===== config.mk =====
export PLATFORM = sky130hd
export DESIGN_NAME = usb_tx_top
export DESIGN_NICKNAME = d
export VERILOG_FILES = /design/src/verilog/usb_tx_pkg.sv /design/src/verilog/usb_tx_pkt_if.sv /design/src/verilog/usb_tx_top.sv /design/src/verilog/usb_fs_tx.sv /design/src/verilog/usb_tx_fifo.sv /design/src/verilog/usb_tx_csr.sv
export SDC_FILE = /design/constraint.sdc
export NUM_CORES = 1
export LEC_CHECK = 0
export BUFFER_PORTS_ARGS = -buffer_cell sky130_fd_sc_hd__buf_2
export CORE_MARGIN = 2
export CORE_UTILIZATION = 40
export DETAILED_ROUTE_END_ITERATION = 12
export PLACE_DENSITY_LB_ADDON = 0.12
export SYNTH_ARGS = -nofsm -noshare
export SYNTH_HDL_FRONTEND = slang
export SYNTH_SLANG_ARGS = --single-unit

===== constraint.sdc =====
create_clock -name clk_i -period 4.88 [get_ports clk_i]
set_input_delay 0.488 -clock clk_i [delete_from_list [all_inputs] [get_ports clk_i]]
set_output_delay 0.488 -clock clk_i [all_outputs]
set_load 0.05 [all_outputs]

===== src/verilog/usb_tx_pkg.sv =====
// Shared widths, register map and sizes of the USB full-speed transmitter
// FifoDepth must stay a power of two, the FIFO pointers wrap on their own
// BitDiv assumes a 48 MHz clock for the 12 Mbit/s line rate
`default_nettype none

package usb_tx_pkg;

  typedef logic [7:0]  usb_byte_t;
  typedef logic [3:0]  usb_pid_t;
  typedef logic [1:0]  wb_addr_t;
  typedef logic [31:0] wb_data_t;

  // Byte FIFO between bus and serializer
  localparam int unsigned FifoDepth = 8;
  localparam int unsigned FifoPtrW  = $clog2(FifoDepth);
  localparam int unsigned FifoCntW  = FifoPtrW + 1;

  // Clock cycles per bit time
  localparam int unsigned BitDiv  = 4;
  localparam int unsigned BitDivW = $clog2(BitDiv);

  // Register word addresses
  localparam wb_addr_t AddrCtrl   = 2'd0;
  localparam wb_addr_t AddrPid    = 2'd1;
  localparam wb_addr_t AddrData   = 2'd2;
  localparam wb_addr_t AddrStatus = 2'd3;

  // Control register bits
  localparam int unsigned CtrlOscTest = 0;
  localparam int unsigned CtrlPinFlip = 1;
  localparam int unsigned CtrlLinkRst = 2;

  // Status register bits, done and overflow clear on read
  localparam int unsigned StBusy  = 0;
  localparam int unsigned StFull  = 1;
  localparam int unsigned StEmpty = 2;
  localparam int unsigned StDone  = 3;
  localparam int unsigned StOvf   = 4;

endpackage

`default_nettype wire

===== src/verilog/usb_tx_pkt_if.sv =====
// Packet side link between register block, byte FIFO and serializer
// pkt_start and data_get are single-cycle pulses, data_avail is a level
`timescale 1ns/1ps
`default_nettype none

interface usb_tx_pkt_if import usb_tx_pkg::*; ();

  logic      pkt_start;
  usb_pid_t  pid;
  logic      pkt_end;
  logic      data_avail;
  usb_byte_t data;
  logic      data_get;

  modport csr (output pkt_start, output pid, input pkt_end, input data_avail);

  modport fifo (output data_avail, output data, input data_get);

  modport tx (
    input  pkt_start,
    input  pid,
    output pkt_end,
    input  data_avail,
    input  data,
    output data_get
  );

endinterface

`default_nettype wire


===== src/verilog/usb_tx_top.sv =====
// USB full-speed transmitter with a Wishbone classic register port
// Expects a 48 MHz clock, pins idle at J unless the pin flip is set
`timescale 1ns/1ps
`default_nettype none

module usb_tx_top import usb_tx_pkg::*; (
  input  logic     clk_i,
  input  logic     rst_ni,
  input  logic     wb_cyc_i,
  input  logic     wb_stb_i,
  input  logic     wb_we_i,
  input  wb_addr_t wb_adr_i,
  input  wb_data_t wb_dat_i,
  output wb_data_t wb_dat_o,
  output logic     wb_ack_o,
  output logic     usb_oe_o,
  output logic     usb_d_o,
  output logic     usb_se0_o,
  output logic     usb_dp_o,
  output logic     usb_dn_o
);

  logic      fifo_full;
  logic      fifo_push;
  usb_byte_t fifo_wdata;
  logic      bit_strobe;
  logic      link_reset;
  logic      osc_test;
  logic      pinflip;

  usb_tx_pkt_if pkt_if ();

  usb_tx_csr u_csr (
    .clk_i        (clk_i),
    .rst_ni       (rst_ni),
    .wb_cyc_i     (wb_cyc_i),
    .wb_stb_i     (wb_stb_i),
    .wb_we_i      (wb_we_i),
    .wb_adr_i     (wb_adr_i),
    .wb_dat_i     (wb_dat_i),
    .wb_dat_o     (wb_dat_o),
    .wb_ack_o     (wb_ack_o),
    .fifo_full_i  (fifo_full),
    .fifo_push_o  (fifo_push),
    .fifo_wdata_o (fifo_wdata),
    .bit_strobe_o (bit_strobe),
    .link_reset_o (link_reset),
    .osc_test_o   (osc_test),
    .pinflip_o    (pinflip),
    .pkt          (pkt_if.csr)
  );

  usb_tx_fifo u_fifo (
    .clk_i        (clk_i),
    .rst_ni       (rst_ni),
    .link_reset_i (link_reset),
    .push_i       (fifo_push),
    .wdata_i      (fifo_wdata),
    .full_o       (fifo_full),
    .pkt          (pkt_if.fifo)
  );

  usb_fs_tx u_tx (
    .clk_i              (clk_i),
    .rst_ni             (rst_ni),
    .link_reset_i       (link_reset),
    .cfg_pinflip_i      (pinflip),
    .tx_osc_test_mode_i (osc_test),
    .bit_strobe_i       (bit_strobe),
    .usb_oe_o           (usb_oe_o),
    .usb_d_o            (usb_d_o),
    .usb_se0_o          (usb_se0_o),
    .usb_dp_o           (usb_dp_o),
    .usb_dn_o           (usb_dn_o),
    .pkt                (pkt_if.tx)
  );

endmodule

`default_nettype wire


===== src/verilog/usb_fs_tx.sv =====
// Full-speed packet serializer: SYNC, PID, payload, CRC16, EOP
// Needs at least two clocks per bit strobe, byte loads sit between strobes
// Token PIDs carry no CRC5 here, EOP follows the PID directly
`timescale 1ns/1ps
`default_nettype none

module usb_fs_tx import usb_tx_pkg::*; (
  input  logic clk_i,
  input  logic rst_ni,
  input  logic link_reset_i,
  input  logic cfg_pinflip_i,
  input  logic tx_osc_test_mode_i,
  input  logic bit_strobe_i,
  output logic usb_oe_o,
  output logic usb_d_o,
  output logic usb_se0_o,
  output logic usb_dp_o,
  output logic usb_dn_o,
  usb_tx_pkt_if.tx pkt
);

  typedef enum logic [2:0] {Idle, Sync, Pid, DataOrCrc0, Crc1, Eop, OscTest} state_e;
  typedef enum logic [1:0] {OsIdle, OsWaitByte, OsTransmit} out_state_e;

  state_e     state_q, state_d;
  out_state_e out_state_q, out_state_d;

  usb_pid_t   pid_q;
  usb_byte_t  data_sr_q, data_sr_d;
  logic [7:0] oe_sr_q, oe_sr_d;
  logic [7:0] se0_sr_q, se0_sr_d;
  logic [4:0] bit_hist_q, bit_hist_d;
  logic [5:0] bit_hist;
  logic [2:0] bit_cnt_q, bit_cnt_d;
  logic       byte_strobe_q, byte_strobe_d;
  logic       payload_q, payload_d;
  logic       data_get_q, data_get_d;
  logic       stuffed_q;
  logic       bitstuff, load, test_mode_start;
  logic [15:0] crc16_q, crc16_d;
  logic       crc_fb;

  logic       ser_data, ser_oe, ser_se0;
  logic       nrzi_en;
  logic       oe_q, oe_d;
  logic       usb_d_q, usb_d_d;
  logic       se0_q, se0_d;
  logic [2:0] eop_q, eop_d;
  logic       dp_next, dn_next, se0_next;

  function automatic usb_byte_t rev8(input usb_byte_t b);
    usb_byte_t r;
    for (int i = 0; i < 8; i++) begin
      r[i] = b[7 - i];
    end
    return r;
  endfunction

  always_ff @(posedge clk_i) begin
    if (pkt.pkt_start) begin
      pid_q <= pkt.pid;
    end
  end

  assign ser_data = data_sr_q[0];
  assign ser_oe   = oe_sr_q[0];
  assign ser_se0  = se0_sr_q[0];

  // Six ones in a row including the bit on the line now
  assign bit_hist = {ser_data, bit_hist_q};
  assign bitstuff = &bit_hist;

  // Strobe of the last EOP bit
  assign pkt.pkt_end  = bit_strobe_i && (se0_sr_q[1:0] == 2'b01);
  assign pkt.data_get = data_get_q;

  ////////////////////////////////////////////////////////////
  // Byte level FSM and shifter
  ////////////////////////////////////////////////////////////

  always_comb begin
    state_d         = state_q;
    data_sr_d       = data_sr_q;
    oe_sr_d         = oe_sr_q;
    se0_sr_d        = se0_sr_q;
    payload_d       = payload_q;
    data_get_d      = 1'b0;
    bit_hist_d      = bit_hist_q;
    bit_cnt_d       = bit_cnt_q;
    load            = 1'b0;
    test_mode_start = 1'b0;

    unique case (state_q)
      Idle: begin
        if (tx_osc_test_mode_i) begin
          state_d         = OscTest;
          test_mode_start = 1'b1;
        end else if (pkt.pkt_start) begin
          state_d = Sync;
        end
      end
      Sync: begin
        if (byte_strobe_q) begin
          state_d   = Pid;
          data_sr_d = 8'h80;
          load      = 1'b1;
        end
      end
      Pid: begin
        if (byte_strobe_q) begin
          // DATA0 and DATA1 have both low bits set
          state_d   = (pid_q[1:0] == 2'b11) ? DataOrCrc0 : Eop;
          data_sr_d = {~pid_q, pid_q};
          load      = 1'b1;
        end
      end
      DataOrCrc0: begin
        if (byte_strobe_q) begin
          load = 1'b1;
          if (pkt.data_avail) begin
            payload_d  = 1'b1;
            data_get_d = 1'b1;
            data_sr_d  = pkt.data;
          end else begin
            state_d   = Crc1;
            payload_d = 1'b0;
            data_sr_d = ~rev8(crc16_q[15:8]);
          end
        end
      end
      Crc1: begin
        if (byte_strobe_q) begin
          state_d   = Eop;
          data_sr_d = ~rev8(crc16_q[7:0]);
          load      = 1'b1;
        end
      end
      Eop: begin
        if (byte_strobe_q) begin
          // SE0, SE0, J with the line still driven
          state_d  = Idle;
          oe_sr_d  = 8'h07;
          se0_sr_d = 8'h07;
        end
      end
      OscTest: begin
        if (byte_strobe_q) begin
          if (!tx_osc_test_mode_i) begin
            state_d = Idle;
            oe_sr_d = '0;
          end else begin
            // All zeros toggle the line every bit
            data_sr_d = '0;
            load      = 1'b1;
          end
        end
      end
      default: state_d = Idle;
    endcase

    if (load) begin
      oe_sr_d  = '1;
      se0_sr_d = '0;
    end

    if (pkt.pkt_start) begin
      // Short gap before SYNC, counter wraps to zero after one bit
      bit_cnt_d  = 3'd7;
      bit_hist_d = '0;
    end else if (bit_strobe_i) begin
      bit_hist_d = bit_hist[5:1];
      if (bitstuff) begin
        // Hold the shifters and put a zero on the line next
        data_sr_d[0] = 1'b0;
      end else begin
        bit_cnt_d = bit_cnt_q + 1'b1;
        data_sr_d = data_sr_q >> 1;
        oe_sr_d   = oe_sr_q >> 1;
        se0_sr_d  = se0_sr_q >> 1;
      end
    end
  end

  assign byte_strobe_d = bit_strobe_i & ~bitstuff & ~pkt.pkt_start & (bit_cnt_q == 3'd0);

  // CRC16 over payload bits only, stuffed zeros skipped
  assign crc_fb = ser_data ^ crc16_q[15];

  always_comb begin
    crc16_d = crc16_q;
    if (pkt.pkt_start) begin
      crc16_d = '1;
    end else if (bit_strobe_i && payload_q && !stuffed_q) begin
      crc16_d = {crc16_q[14:0], 1'b0} ^ ({16{crc_fb}} & 16'h8005);
    end
  end

  always_ff @(posedge clk_i) begin
    crc16_q <= crc16_d;
  end

  ////////////////////////////////////////////////////////////
  // NRZI and line driver
  ////////////////////////////////////////////////////////////

  always_comb begin
    out_state_d = out_state_q;
    nrzi_en     = 1'b0;
    unique case (out_state_q)
      OsIdle: begin
        if (pkt.pkt_start || test_mode_start) begin
          out_state_d = OsWaitByte;
        end
      end
      OsWaitByte: begin
        if (byte_strobe_q) begin
          out_state_d = OsTransmit;
        end
      end
      OsTransmit: begin
        nrzi_en = 1'b1;
        // A new packet may start while the final J is still out
        if (pkt.pkt_start) begin
          out_state_d = OsWaitByte;
        end else if (bit_strobe_i && !ser_oe) begin
          out_state_d = OsIdle;
        end
      end
      default: out_state_d = OsIdle;
    endcase
  end

  always_comb begin
    usb_d_d = usb_d_q;
    se0_d   = se0_q;
    oe_d    = oe_q;
    eop_d   = eop_q;
    if (pkt.pkt_start) begin
      // Start from J so the first SYNC bit is K
      usb_d_d = 1'b1;
      eop_d   = 3'b100;
    end else if (bit_strobe_i && nrzi_en) begin
      oe_d = ser_oe;
      if (ser_se0) begin
        eop_d = eop_q >> 1;
        if (eop_q[0]) begin
          usb_d_d = 1'b1;
          se0_d   = 1'b0;
        end else begin
          se0_d = 1'b1;
        end
      end else if (!ser_data) begin
        usb_d_d = ~usb_d_q;
      end
      // Park at J when the driver lets go
      if (!oe_d) begin
        usb_d_d = 1'b1;
      end
    end
  end

  always_ff @(posedge clk_i or negedge rst_ni) begin
    if (!rst_ni) begin
      state_q       <= Idle;
      out_state_q   <= OsIdle;
      data_sr_q     <= '0;
      oe_sr_q       <= '0;
      se0_sr_q      <= '0;
      bit_hist_q    <= '0;
      bit_cnt_q     <= '0;
      byte_strobe_q <= 1'b0;
      payload_q     <= 1'b0;
      data_get_q    <= 1'b0;
      stuffed_q     <= 1'b0;
      oe_q          <= 1'b0;
      usb_d_q       <= 1'b1;
      se0_q         <= 1'b0;
      eop_q         <= '0;
    end else if (link_reset_i) begin
      state_q       <= Idle;
      out_state_q   <= OsIdle;
      data_sr_q     <= '0;
      oe_sr_q       <= '0;
      se0_sr_q      <= '0;
      bit_hist_q    <= '0;
      bit_cnt_q     <= '0;
      byte_strobe_q <= 1'b0;
      payload_q     <= 1'b0;
      data_get_q    <= 1'b0;
      stuffed_q     <= 1'b0;
      oe_q          <= 1'b0;
      usb_d_q       <= 1'b1;
      se0_q         <= 1'b0;
      eop_q         <= '0;
    end else begin
      state_q       <= state_d;
      out_state_q   <= out_state_d;
      data_sr_q     <= data_sr_d;
      oe_sr_q       <= oe_sr_d;
      se0_sr_q      <= se0_sr_d;
      bit_hist_q    <= bit_hist_d;
      bit_cnt_q     <= bit_cnt_d;
      byte_strobe_q <= byte_strobe_d;
      payload_q     <= payload_d;
      data_get_q    <= data_get_d;
      if (bit_strobe_i) begin
        // Marks the bit now on the line as a stuffed zero
        stuffed_q <= bitstuff;
      end
      oe_q          <= oe_d;
      usb_d_q       <= usb_d_d;
      se0_q         <= se0_d;
      eop_q         <= eop_d;
    end
  end

  // Pin flip swaps dp and dn, d mirrors dp
  always_comb begin
    if (link_reset_i) begin
      se0_next = 1'b0;
      dp_next  = ~cfg_pinflip_i;
      dn_next  = cfg_pinflip_i;
    end else begin
      se0_next = se0_q;
      dp_next  = (usb_d_q ^ cfg_pinflip_i) & ~se0_q;
      dn_next  = (~usb_d_q ^ cfg_pinflip_i) & ~se0_q;
    end
  end

  // Pins lag the NRZI state by one clock
  always_ff @(posedge clk_i or negedge rst_ni) begin
    if (!rst_ni) begin
      usb_oe_o  <= 1'b0;
      usb_d_o   <= 1'b1;
      usb_se0_o <= 1'b0;
      usb_dp_o  <= 1'b1;
      usb_dn_o  <= 1'b0;
    end else begin
      usb_oe_o  <= oe_q & ~link_reset_i;
      usb_d_o   <= dp_next;
      usb_se0_o <= se0_next;
      usb_dp_o  <= dp_next;
      usb_dn_o  <= dn_next;
    end
  end

endmodule

`default_nettype wire


===== src/verilog/usb_tx_fifo.sv =====
// Circular byte buffer, a push while full is dropped without notice here
// Pop removes the head in the cycle data_get is high, link reset flushes it
`timescale 1ns/1ps
`default_nettype none

module usb_tx_fifo import usb_tx_pkg::*; (
  input  logic      clk_i,
  input  logic      rst_ni,
  input  logic      link_reset_i,
  input  logic      push_i,
  input  usb_byte_t wdata_i,
  output logic      full_o,
  usb_tx_pkt_if.fifo pkt
);

  usb_byte_t           mem_q [FifoDepth];
  logic [FifoPtrW-1:0] wr_ptr_q, rd_ptr_q;
  logic [FifoCntW-1:0] count_q;
  logic                push, pop;

  assign full_o = (count_q == FifoCntW'(FifoDepth));
  assign push   = push_i & ~full_o;
  assign pop    = pkt.data_get & pkt.data_avail;

  always_ff @(posedge clk_i) begin
    if (push) begin
      mem_q[wr_ptr_q] <= wdata_i;
    end
  end

  always_ff @(posedge clk_i or negedge rst_ni) begin
    if (!rst_ni) begin
      wr_ptr_q <= '0;
      rd_ptr_q <= '0;
      count_q  <= '0;
    end else if (link_reset_i) begin
      wr_ptr_q <= '0;
      rd_ptr_q <= '0;
      count_q  <= '0;
    end else begin
      // Pointers wrap naturally at the power of two depth
      if (push) begin
        wr_ptr_q <= wr_ptr_q + 1'b1;
      end
      if (pop) begin
        rd_ptr_q <= rd_ptr_q + 1'b1;
      end
      if (push && !pop) begin
        count_q <= count_q + 1'b1;
      end else if (pop && !push) begin
        count_q <= count_q - 1'b1;
      end
    end
  end

  assign pkt.data_avail = (count_q != '0);
  assign pkt.data       = mem_q[rd_ptr_q];

endmodule

`default_nettype wire


===== src/verilog/usb_tx_csr.sv =====
// Wishbone classic slave, every request is acknowledged one cycle after it is seen
// Writes to a full FIFO are acknowledged and dropped, the overflow flag records them
// A PID write is ignored while busy, in oscillator test or in link reset
`timescale 1ns/1ps
`default_nettype none

module usb_tx_csr import usb_tx_pkg::*; (
  input  logic      clk_i,
  input  logic      rst_ni,
  input  logic      wb_cyc_i,
  input  logic      wb_stb_i,
  input  logic      wb_we_i,
  input  wb_addr_t  wb_adr_i,
  input  wb_data_t  wb_dat_i,
  output wb_data_t  wb_dat_o,
  output logic      wb_ack_o,
  input  logic      fifo_full_i,
  output logic      fifo_push_o,
  output usb_byte_t fifo_wdata_o,
  output logic      bit_strobe_o,
  output logic      link_reset_o,
  output logic      osc_test_o,
  output logic      pinflip_o,
  usb_tx_pkt_if.csr pkt
);

  logic     req, wr_req, rd_req;
  logic     ctrl_wr, pid_wr, pid_ok, data_wr, status_rd;
  logic     ack_q;
  logic     osc_test_q, pinflip_q, link_reset_q;
  logic     busy_q, done_q, ovf_q;
  logic     start_q, pkt_start_q;
  usb_pid_t pid_q;
  wb_data_t rdata, rdata_q;
  logic [BitDivW-1:0] div_q;

  ////////////////////////////////////////////////////////////
  // Bus decode
  ////////////////////////////////////////////////////////////

  // No new request is taken in the acknowledge cycle
  assign req       = wb_cyc_i & wb_stb_i & ~ack_q;
  assign wr_req    = req & wb_we_i;
  assign rd_req    = req & ~wb_we_i;
  assign ctrl_wr   = wr_req & (wb_adr_i == AddrCtrl);
  assign pid_wr    = wr_req & (wb_adr_i == AddrPid);
  assign data_wr   = wr_req & (wb_adr_i == AddrData);
  assign status_rd = rd_req & (wb_adr_i == AddrStatus);
  assign pid_ok    = pid_wr & ~busy_q & ~link_reset_q & ~osc_test_q;

  always_comb begin
    rdata = '0;
    case (wb_adr_i)
      AddrCtrl: begin
        rdata[CtrlOscTest] = osc_test_q;
        rdata[CtrlPinFlip] = pinflip_q;
        rdata[CtrlLinkRst] = link_reset_q;
      end
      AddrPid: rdata[$bits(usb_pid_t)-1:0] = pid_q;
      AddrStatus: begin
        rdata[StBusy]  = busy_q;
        rdata[StFull]  = fifo_full_i;
        rdata[StEmpty] = ~pkt.data_avail;
        rdata[StDone]  = done_q;
        rdata[StOvf]   = ovf_q;
      end
      // Data register is write only
      default: rdata = '0;
    endcase
  end

  always_ff @(posedge clk_i) begin
    if (rd_req) begin
      rdata_q <= rdata;
    end
  end

  ////////////////////////////////////////////////////////////
  // Registers and flags
  ////////////////////////////////////////////////////////////

  always_ff @(posedge clk_i or negedge rst_ni) begin
    if (!rst_ni) begin
      ack_q        <= 1'b0;
      osc_test_q   <= 1'b0;
      pinflip_q    <= 1'b0;
      link_reset_q <= 1'b0;
      pid_q        <= '0;
      start_q      <= 1'b0;
      pkt_start_q  <= 1'b0;
      busy_q       <= 1'b0;
      done_q       <= 1'b0;
      ovf_q        <= 1'b0;
    end else begin
      ack_q <= req;
      if (ctrl_wr) begin
        osc_test_q   <= wb_dat_i[CtrlOscTest];
        pinflip_q    <= wb_dat_i[CtrlPinFlip];
        link_reset_q <= wb_dat_i[CtrlLinkRst];
      end
      if (pid_ok) begin
        pid_q <= wb_dat_i[$bits(usb_pid_t)-1:0];
      end
      // Accepted in the ack cycle, start goes out one cycle later
      start_q     <= pid_ok;
      pkt_start_q <= start_q;
      if (pid_ok) begin
        busy_q <= 1'b1;
      end else if (pkt.pkt_end || link_reset_q) begin
        busy_q <= 1'b0;
      end
      // Setting wins over the clear of a status read in the same cycle
      if (pkt.pkt_end) begin
        done_q <= 1'b1;
      end else if (status_rd) begin
        done_q <= 1'b0;
      end
      if (data_wr && fifo_full_i) begin
        ovf_q <= 1'b1;
      end else if (status_rd) begin
        ovf_q <= 1'b0;
      end
    end
  end

  // Free-running bit time divider
  always_ff @(posedge clk_i or negedge rst_ni) begin
    if (!rst_ni) begin
      div_q <= '0;
    end else if (div_q == BitDivW'(BitDiv - 1)) begin
      div_q <= '0;
    end else begin
      div_q <= div_q + 1'b1;
    end
  end

  assign bit_strobe_o  = (div_q == BitDivW'(BitDiv - 1));
  assign wb_ack_o      = ack_q;
  assign wb_dat_o      = rdata_q;
  assign fifo_push_o   = data_wr;
  assign fifo_wdata_o  = wb_dat_i[$bits(usb_byte_t)-1:0];
  assign link_reset_o  = link_reset_q;
  assign osc_test_o    = osc_test_q;
  assign pinflip_o     = pinflip_q;
  assign pkt.pkt_start = pkt_start_q;
  assign pkt.pid       = pid_q;

endmodule

`default_nettype wire


# After elaboration in Yosys (flattened, before gate mapping)
# Memory sizes are Yosys's and may differ from the RTL's.
# Cells that the tools add are included.
[word_totals]
output_inout_bits = 38
mem_count = 1
mem_bits_ro = 0
wordCells = 266
ram_bits = 64
register_bits = 101
latch_bits = 0
[op_classes]
magnitude_cmp = 0
shifts = 0
addsub = 6
eq_ne = 31
div = 0
reduce_logical = 43
bitwise_logic = 38
multipliers = 0
muxes = 110
[memory_table]
columns = ["name", "depth", "word_bits", "rd", "rd_ports_with_merged_regs", "write_ports", "line", "text"]
rows = [
  ["u_fifo.mem_q", 8, 8, 1, 0, 1, "usb_tx_fifo.sv:16", "usb_byte_t mem_q [FifoDepth];"],
]
[op_table]
columns = ["op", "count"]
rows = [
  ["two-way mux 8 bit", 25],
  ["two-way mux 3 bit", 24],
  ["two-way mux 1 bit", 41],
  ["case mux 8 bit (5 select lines)", 1],
  ["inequality test 3 x 2 -> 1 bit, second input constant", 8],
  ["case mux 3 bit (7 select lines)", 1],
  ["nonzero test 2 bit", 10],
  ["AND 1 bit", 19],
  ["inverter 8 bit", 2],
  ["case mux 8 bit (2 select lines)", 1],
  ["XOR 16 bit", 1],
  ["two-way mux 5 bit", 3],
  ["two-way mux 2 bit", 6],
  ["two-way mux 4 bit", 3],
  ["inverter 1 bit", 12],
  ["nonzero test 3 bit", 4],
  ["== test 2 bit, second input constant", 5],
  ["inequality test 5 bit, second input constant", 2],
  ["adder 3 x 1 -> 3 bit, second input constant", 3],
  ["== test 3 bit, second input constant", 3],
  ["inequality test 3 bit, second input constant", 3],
  ["case mux 3 bit (3 select lines)", 1],
  ["AND reduction 3 bit", 3],
  ["AND reduction 9 bit", 1],
  ["24 further kinds", 46],
]

# Longest topological paths before layout
# Gate-level depths: netlist (run 1).
[depth]
ltp_word = 10
depth_mapped = 9
depth_no_buf = 9

# By module
# Synthesis (run 1) repeated with hierarchy kept, for this count alone.
[unflattened]
hier_cells = 670
hier_area_um2 = 7825.0
[modules_own_cells]
columns = ["module", "seq_area_each_um2", "area_each_um2", "n_inst", "cells_per_inst"]
rows = [
  ["usb_fs_tx", 1719.1, 3588.4, 1, 402],
  ["usb_tx_fifo", 2172.1, 3131.8, 1, 172],
  ["usb_tx_csr", 525.5, 1104.8, 1, 96],
]

# Worst setup path before layout (run 1)
# Ideal clock, no wire load.
[synth_path]
kind = "reg2reg"
startpoint = "register u_csr.ack_q (netlist: u_csr.wb_ack_o)"
endpoint = "register u_fifo.count_q[3]"
slack_ps = 2082
t_arrival_ps = 2671
n_path_buf = 0
required_time_ps = 4752
path_stages_with_launch = 10
path_cell_list = "dfrtp_1 -> nand4b_1 -> nor4b_4 -> nand2_1 -> ha_1 -> a21o_1 -> a21oi_1 -> nor3b_1 -> a21oi_1 -> mux2_1"
[synth_via]
elab_chain_len = 8
elab_cells_between_ends = 11
classes_between = "mux: 2; bitwise: 5; reduce/logical: 4"
[synth_rtl]
columns = ["item", "line", "text"]
rows = [
  ["start, declared", "usb_tx_csr.sv:29", "logic ack_q;"],
  ["start signal, assigned", "usb_tx_csr.sv:95", "ack_q <= req;"],
  ["inverter 1 bit *", "usb_tx_csr.sv:42", "assign req = wb_cyc_i & wb_stb_i & ~ack_q;"],
  ["AND 1 bit *", "usb_tx_csr.sv:42", ""],
  ["AND 1 bit *", "usb_tx_csr.sv:43", "assign wr_req = req & wb_we_i;"],
  ["AND 1 bit *", "usb_tx_csr.sv:47", "assign data_wr = wr_req & (wb_adr_i == AddrData);"],
  ["AND 1 bit *", "usb_tx_fifo.sv:22", "assign push = push_i & ~full_o;"],
  ["logical AND 1 bit or logical NOT 1 bit (tied branches)", "usb_tx_fifo.sv:48, usb_tx_fifo.sv:50", ""],
  ["two-way mux 4 bit or logical AND 1 bit (tied branches)", "usb_tx_fifo.sv:48, usb_tx_fifo.sv:50", ""],
  ["two-way mux 4 bit or nonzero test 3 bit (tied branches)", "-", ""],
  ["end signal, assigned", "usb_tx_fifo.sv:49", "count_q <= count_q + 1'b1;"],
  ["end signal, assigned", "usb_tx_fifo.sv:51", "count_q <= count_q - 1'b1;"],
  ["end, declared", "usb_tx_fifo.sv:18", "logic [FifoCntW-1:0] count_q;"],
]
# Mark *: on every way between the ends. The rest lies on a longest branch, timed or not.
# A chain may end at the register's enable or synchronous reset.

# Worst setup path in the final report (run 1)
[layout_path]
startpoint = "register u_fifo.count_q[0]"
endpoint = "register u_fifo.count_q[3]"
[layout_via]
elab_chain_len = 6
elab_cells_between_ends = 15
classes_between = "add/sub: 2; eq/ne: 1; mux: 3; bitwise: 3; reduce/logical: 6"
[layout_rtl]
columns = ["item"]
rows = [
  ["parallel branches: the longest is 6 deep, another holds subtractor 4 x 1 -> 4 bit"],
]
# Parallel ways; which one is timed is not known. The select of a mux whose other input is x is not followed.

==> results of run 1 <==
-- critical path, delay by kind of cell, from the launching register on --
kind | cells | cell delay (ps)
DFF | 1 | 470
adders and majority gates | 1 | 340
muxes | 1 | 330
and+or+nand+nor | 4 | 1460
AOI/OAI and AO/OA | 3 | 420
-- state kept, by name, indices dropped and copies added (netlist names), 4 cells and up --
signal,flops
u_tx.pid_q,4
u_csr.wb_dat_o,5
u_tx.bit_hist_q,5
u_fifo.count_q,4
u_tx.se0_sr_q,8
u_csr.pkt.pid,4
u_tx.oe_sr_q,8
u_tx.crc16_q,16
u_tx.data_sr_q,8
u_fifo.mem_q,64
-- worst max path at each step --
| stage | start | slack [ps] | end | cells after the start |
|---|---|---|---|---|
| 2_1_floorplan | u_csr.wb_ack_o | 2080 | u_fifo.count_q[3] | 9 |
| 6_report | u_fifo.count_q[0] | 1740 | u_fifo.count_q[3] | 9 |
| 3_3_place_gp | u_fifo.count_q[0] | 1790 | u_fifo.count_q[3] | 9 |
| 4_1_cts | u_csr.pkt.pkt_start | 1730 | u_tx.data_sr_q[4] | 5 |
| 5_1_grt | u_csr.pkt.pkt_start | 1380 | u_tx.data_sr_q[4] | 5 |
| 3_5_place_dp | u_csr.pkt.pkt_start | 1760 | u_tx.data_sr_q[4] | 5 |
-- through the flow --
step	hold slack, ps	util [%]
after CTS	277.4	45.38
final	214.8	45.38
after global placement	333.0	42.30
after detailed placement	358.3	42.30
after floorplan	192.4	-
after global routing	303.8	45.38
-- power groups by stage --
stage               Sequential [µW]  Combinational [µW]  Clock (µW)
floorplan                      1790                 696           0
global placement               1900                 762           0
detailed placement             1900                 782           0
CTS                            1880                 788        1360
global route                   1920                 887        1420
finish                         1890                 789        1330
-- cell families after synthesis --
kind of cell | count (synthesis)
AOI/OAI and AO/OA | 141
xor gates and xnor gates | 10
adders and majority gates | 8
buffers and inverters | 84
DFF | 165
muxes | 44
other | 1
and+or+nand+nor | 228
-- synthesized netlist by cell type, drive strengths merged, types with 14 or more instances --
library cell	count	area, µm²
inv	20	75.07
clkbuf	22	82.58
nand3	27	135.1
buf	42	275.3
a21oi	29	145.1
nor2	58	217.7
nor2b	14	87.58
o21ai	37	188.9
edfxtp	73	2192
mux2i	22	220.2
dfxtp	16	320.3
mux4	14	315.3
nand2	67	251.5
dfrtp	74	1852
-- placed cells by master, fill, tap and decap left out, types with 9 or more instances in the layout --
cell type                   count
sky130_fd_sc_hd__dfxtp_1       16
sky130_fd_sc_hd__nor2_1        58
sky130_fd_sc_hd__nor3_1        11
sky130_fd_sc_hd__nand3_1       27
sky130_fd_sc_hd__dfrtp_1       74
sky130_fd_sc_hd__o21ai_0       34
sky130_fd_sc_hd__buf_2         24
sky130_fd_sc_hd__conb_1        27
sky130_fd_sc_hd__nor2b_1       14
sky130_fd_sc_hd__mux4_2        14
sky130_fd_sc_hd__nand2_1       67
sky130_fd_sc_hd__inv_1         19
sky130_fd_sc_hd__mux2i_1       22
sky130_fd_sc_hd__clkbuf_16     17
sky130_fd_sc_hd__edfxtp_1      73
sky130_fd_sc_hd__a21oi_1       29
sky130_fd_sc_hd__nand2b_1       9
-- routing by layer --
metal	GRT usage, %	routed length, µm
met3	3.399	682
met5	0	0
met1	25.11	8115
met2	27.98	7888
met4	5.366	191
-- cell type report --
type / instances / area [µm²] / area share [%]
clock buffer: 17 / 425.4 / 4.962
clock inverter: 15 / 156.4 / 1.824
inverter: 20 / 75.07 / 0.8757
multi-input combinational: 458 / 3009 / 35.10
sequential: 165 / 4417 / 51.52
tap: 260 / 325.3 / 3.795
timing repair buffer: 30 / 165.2 / 1.926
==> impl_metrics.toml, run 1 <==
[pwr]
flop_pwr_share_pct = 47.0
comb_power_share_pct = 19.7
ir_worst_vdd_mv = 0.2618
clock_power_share_pct = 33.3
p_per_area_nw_per_um2 = 467.3
leakage_uw = 0.003379
switching_power_uw = 1323
sw_frac_of_total_pct = 33.02
report.power.total_uw = 4007
internal_power_uw = 2684

[yosys]
synth-seq-cells = 165
netlist-cell-type-count = 70
syn_area_per_cell_um2 = 11.40
synth.area.mux_share_pct = 8.061
async_reset_ff_share_pct = 46.06
synth_enable_flop_cells = 73
synth-adder-area-share_pct = 1.386
synth_top_family_by_area = "simple AND/OR/NAND/NOR gates"
syn_inst = 681
synth-main-ff-cell = "sky130_fd_sc_hd__dfrtp_1"
synth-simple-area-share_pct = 14.75
synth_xor_area_share_pct = 1.128
synthesis.area_um2 = 7761
synth_compound_area_share_pct = 12.14
synthesis.yosys.warnings = 0
portion_of_the_post_synthesis_area_used_by_sequential_elements_pct = 56.91

[sta]
finalSetupTns_ps = 0
fin_worst_skew_ps = 12.03
timing.final.setup_violations = 0
remaining_max_slew_budget_at_the_tightest_pin_pct = 16.55
worst-slew-pin-transition_ps = 1247
report.final.slew_viol_count = 0
min_period_ps = 3141
final.setup.worst_slack_ps = 1739
fmaxAchievable_mhz = 318.4
period_utilization_pct = 64.36
setup_repair_after_global_routing_missed_its_margin = "no"
hold_viol = 0

[cts]
clockBufferDepth = 2
cts-htree-levels = 4
clk_latency_ps = 430
cts_tree = "yes"
clock-root-buffer = "sky130_fd_sc_hd__clkbuf_16"
cts_made_buffers = 17
postCtsHoldBufs = 0
clk_pin_slew_worst_paths_ps = 70
clkSinkCount = 165
post-cts-setup-buffers = 0
post_cts_resize_count = 0

[placed_design]
dp_cells = 933
preCtsSetupSlack_ps = 1759
port_buffers = 25
finalWeightedCongestion = 0.8250
placed_area_um2 = 7991
post-dp-hpwl_um = 11320

[run]
maxCapViolations = 0

[route]
remaining_drc_errors = 0
drt-wirelength-per-cell_um = 17.49
final_antenna_net_count = 0
vias = 5188
dr_iter_0_viols = 404
drt-vias-per-instance = 5.376
detailedRoute.firstPassIterationCount = 5
wl_um = 16880

[layout]
stdcell_area_um2 = 8573
num-nets-final = 739
final.fill_count = 1776
insertedDiodeCount = 0
layout_cell_share_with_drive_strength_beyond_1_pct = 13.90
syn2layout_area_growth_pct = 10.46
post_layout_nonfiller_instances = 965

[global_routing]
overflow = 0
grt_pass1_wl_um = 28030
grt_antenna_before_repair = 0
grt_pass1_vias = 5201
grt.total_usage_pct = 17.77
grt_max_degree = 77

[worst_setup_path]
worstPathArrival_ps = 3450
timing.reg2reg.setup_slack_ps = 1740
cp-start-kind = "flip-flop"
rr_worst_depth = 9
critical-path-max-stage-delay_ps = 810
crit-reg2reg-capture = "u_fifo.count_q[3]"
crit_fanout = 14
worst-setup-path-type = "reg -> reg"
timing.critical_path.required_ps = 5190
crit_slowest_cell = "sky130_fd_sc_hd__or4_1"
worstPathCellList = "or4_1, nand2_1, nand2_1, ha_1, a21o_1, a21oi_1, nor3b_1, a21oi_1, mux2_1"
cp-end-kind = "flip-flop"
reg2reg_from = "u_fifo.count_q[0]"

[floorplanning]
fp-row-count = 50
fp.dieH_um = 143.3
initial_core_util_pct = 41.08
fp.dieArea_um2 = 20530
core_um2 = 18890
die_width_um = 143.3
floorplan.io_pins = 77

[run_status]
run_status = "finished clean"

[hold_path]
hold_path.class = "in -> async"
Note: power is estimated with default switching activity, not from simulation.
==> run 2, diff against run 1 <==
clock period = 3.1 ns   (was 4.88 ns; I/O delays follow)
==> run 2 against run 1 <==
Compared with the run above: sequential cell count is the same; sequential power grew 57%; hold slack lost 180 ps; wire length grew 1.9%; critical path type unchanged; worst setup slack lost 1400 ps; via count grew 0.75%; clock power grew 60%; global-route usage shrank 0.064 points; count of clock-buffer cells in the layout is the same; power grew 59%; utilization grew 0.88 points.
==> impl_metrics.toml, run 2 (same netlist as run 1, synthesis figures left out) <==
[run_status]
run_status = "finished clean"

[route]
detailedRoute.firstPassIterationCount = 4
remaining_drc_errors = 0
final_antenna_net_count = 0
dr_iter_0_viols = 332
drt-vias-per-instance = 5.307
wl_um = 17200
vias = 5227
drt-wirelength-per-cell_um = 17.46

[worst_setup_path]
reg2reg_from = "u_fifo.count_q[1]"
crit_slowest_cell = "sky130_fd_sc_hd__or4_1"
worstPathArrival_ps = 3050
cp-start-kind = "flip-flop"
timing.critical_path.max_delay_family = "simple AND/OR/NAND/NOR gates"
worstPathCellList = "or4_1, nand2_1, nand2_1, ha_1, a21o_1, a21oi_1, nor3b_1, a21oi_1, mux2_1"
critical_path.n_buffers_inverters = 0
worst_setup_path_startpoint = "u_fifo.count_q[1]"
cp-end-kind = "flip-flop"
worst-setup-path-type = "reg -> reg"
crit_fanout = 6
critical-path-max-stage-delay_ps = 560
timing.critical_path.required_ps = 3410

[cts]
clock-root-buffer = "sky130_fd_sc_hd__clkbuf_16"
cts_made_buffers = 17
clkSinkCount = 165
cts-htree-levels = 4
post-cts-setup-buffers = 0
postCtsHoldBufs = 0
post_cts_resize_count = 0
cts_tree = "yes"
clk_pin_slew_worst_paths_ps = 70
clockBufferDepth = 2
clk_latency_ps = 430

[sta]
finalSetupTns_ps = 0
period_utilization_pct = 88.55
min_period_ps = 2745
fin_worst_skew_ps = 11.10
fmaxAchievable_mhz = 364.3
report.final.slew_viol_count = 0
worst-slew-pin-transition_ps = 990.0
remaining_max_slew_budget_at_the_tightest_pin_pct = 34.00
timing.final.setup_violations = 0
hold_viol = 0
setup_repair_after_global_routing_missed_its_margin = "no"

[floorplanning]
fp-row-count = 50
core_um2 = 18890
die_width_um = 143.3
initial_core_util_pct = 41.08
floorplan.io_pins = 77
fp.dieH_um = 143.3
fp.dieArea_um2 = 20530

[placed_design]
placed_area_um2 = 8142
port_buffers = 25
post-dp-hpwl_um = 11760
finalWeightedCongestion = 0.8366

[pwr]
ir_worst_vdd_mv = 0.4171
p_per_area_nw_per_um2 = 728.4
leakage_uw = 0.003488

[layout]
top_regs = "u_fifo.mem_q: 64 flops, u_tx.crc16_q: 16 flops"
largest_register_ffs = 64
most-common-layout-cells = "74 x sky130_fd_sc_hd__dfrtp_1, 73 x sky130_fd_sc_hd__edfxtp_1, 67 x sky130_fd_sc_hd__nand2_1"
utilization_pct = 46.26
final_common_cell = "sky130_fd_sc_hd__dfrtp_1"
layout_cell_share_with_drive_strength_beyond_1_pct = 16.41
syn2layout_area_growth_pct = 12.61
stdcell_area_um2 = 8740
largest-register = "u_fifo.mem_q"
insertedDiodeCount = 0
final.fill_count = 1752
num-nets-final = 759

[global_routing]
grt_antenna_before_repair = 0
grt_pass1_wl_um = 27790
grt.total_usage_pct = 17.70
grt_pass1_vias = 5085
grt_max_degree = 77
overflow = 0

[run]
maxCapViolations = 0

[hold_path]
hold_path.class = "in -> async"
==> run 2: stage by stage <==
stage | setup slack (ps) | power, µW | hold WS (ps) | instances
after floorplan | 301.8 | 3909 | 14.41 | 707
after global placement | 436.4 | 4222 | 332.5 | 953
after detailed placement | 418.1 | 4264 | 341.1 | 953
after CTS | 384.4 | 6398 | 80.30 | 985
after global routing | 162.7 | 6696 | 127.0 | 985
final | 354.8 | 6366 | 30.53 | 985
==> run 2: worst paths after layout <==
kind | to | slack, ps | cells past startpoint
min in group clk_i | u_fifo.mem_q[6][4] | 150 | 1
worst min-delay path | u_tx.se0_sr_q[2] | 30 | 1
max in group asynchronous | u_fifo.count_q[3] | 2420 | 1
worst max-delay path | u_fifo.count_q[3] | 350 | 9
worst min register to register | u_csr.pkt.pkt_start | 360 | 0
worst max register to register | u_fifo.count_q[3] | 350 | 9
==> run 2: worst register-to-register path, cell delays in order, from the launching register on <==
cell	delay [ps]
sky130_fd_sc_hd__dfrtp_1	460
sky130_fd_sc_hd__or4_1	560
sky130_fd_sc_hd__nand2_1	210
sky130_fd_sc_hd__nand2_1	140
sky130_fd_sc_hd__ha_1	320
sky130_fd_sc_hd__a21o_1	180
sky130_fd_sc_hd__a21oi_1	170
sky130_fd_sc_hd__nor3b_1	200
sky130_fd_sc_hd__a21oi_1	80
sky130_fd_sc_hd__mux2_1	310
==> run 2: cell type report <==
class	count	area, µm²	share of cell area (%)
Multi-Input combinational cell	458	3009	34.43
Inverter	20	75.07	0.8590
Sequential cell	165	4417	50.54
Timing Repair Buffer	50	315.3	3.608
Tap cell	260	325.3	3.722
Clock inverter	15	172.7	1.976
Clock buffer	17	425.4	4.868
==> run 2: routing by layer <==
| layer | GRT usage, % | wire length [µm] | vias to the layer above |
|---|---|---|---|
| li1 | - | - | 2489 |
| met5 | 0 | 0 | - |
| met1 | 25.02 | 8338 | 2616 |
| met3 | 3.466 | 549 | 19 |
| met4 | 5.263 | 231 | 0 |
| met2 | 27.88 | 8076 | 103 |
==> run 2: report_power, final <==
part / switching [µW] / total [µW] / internal, µW
Clock: 1030 / 2130 / 1100
Sequential: 388 / 2960 / 2570
Combinational: 747 / 1280 / 536
Total: 2170 / 6370 / 4200
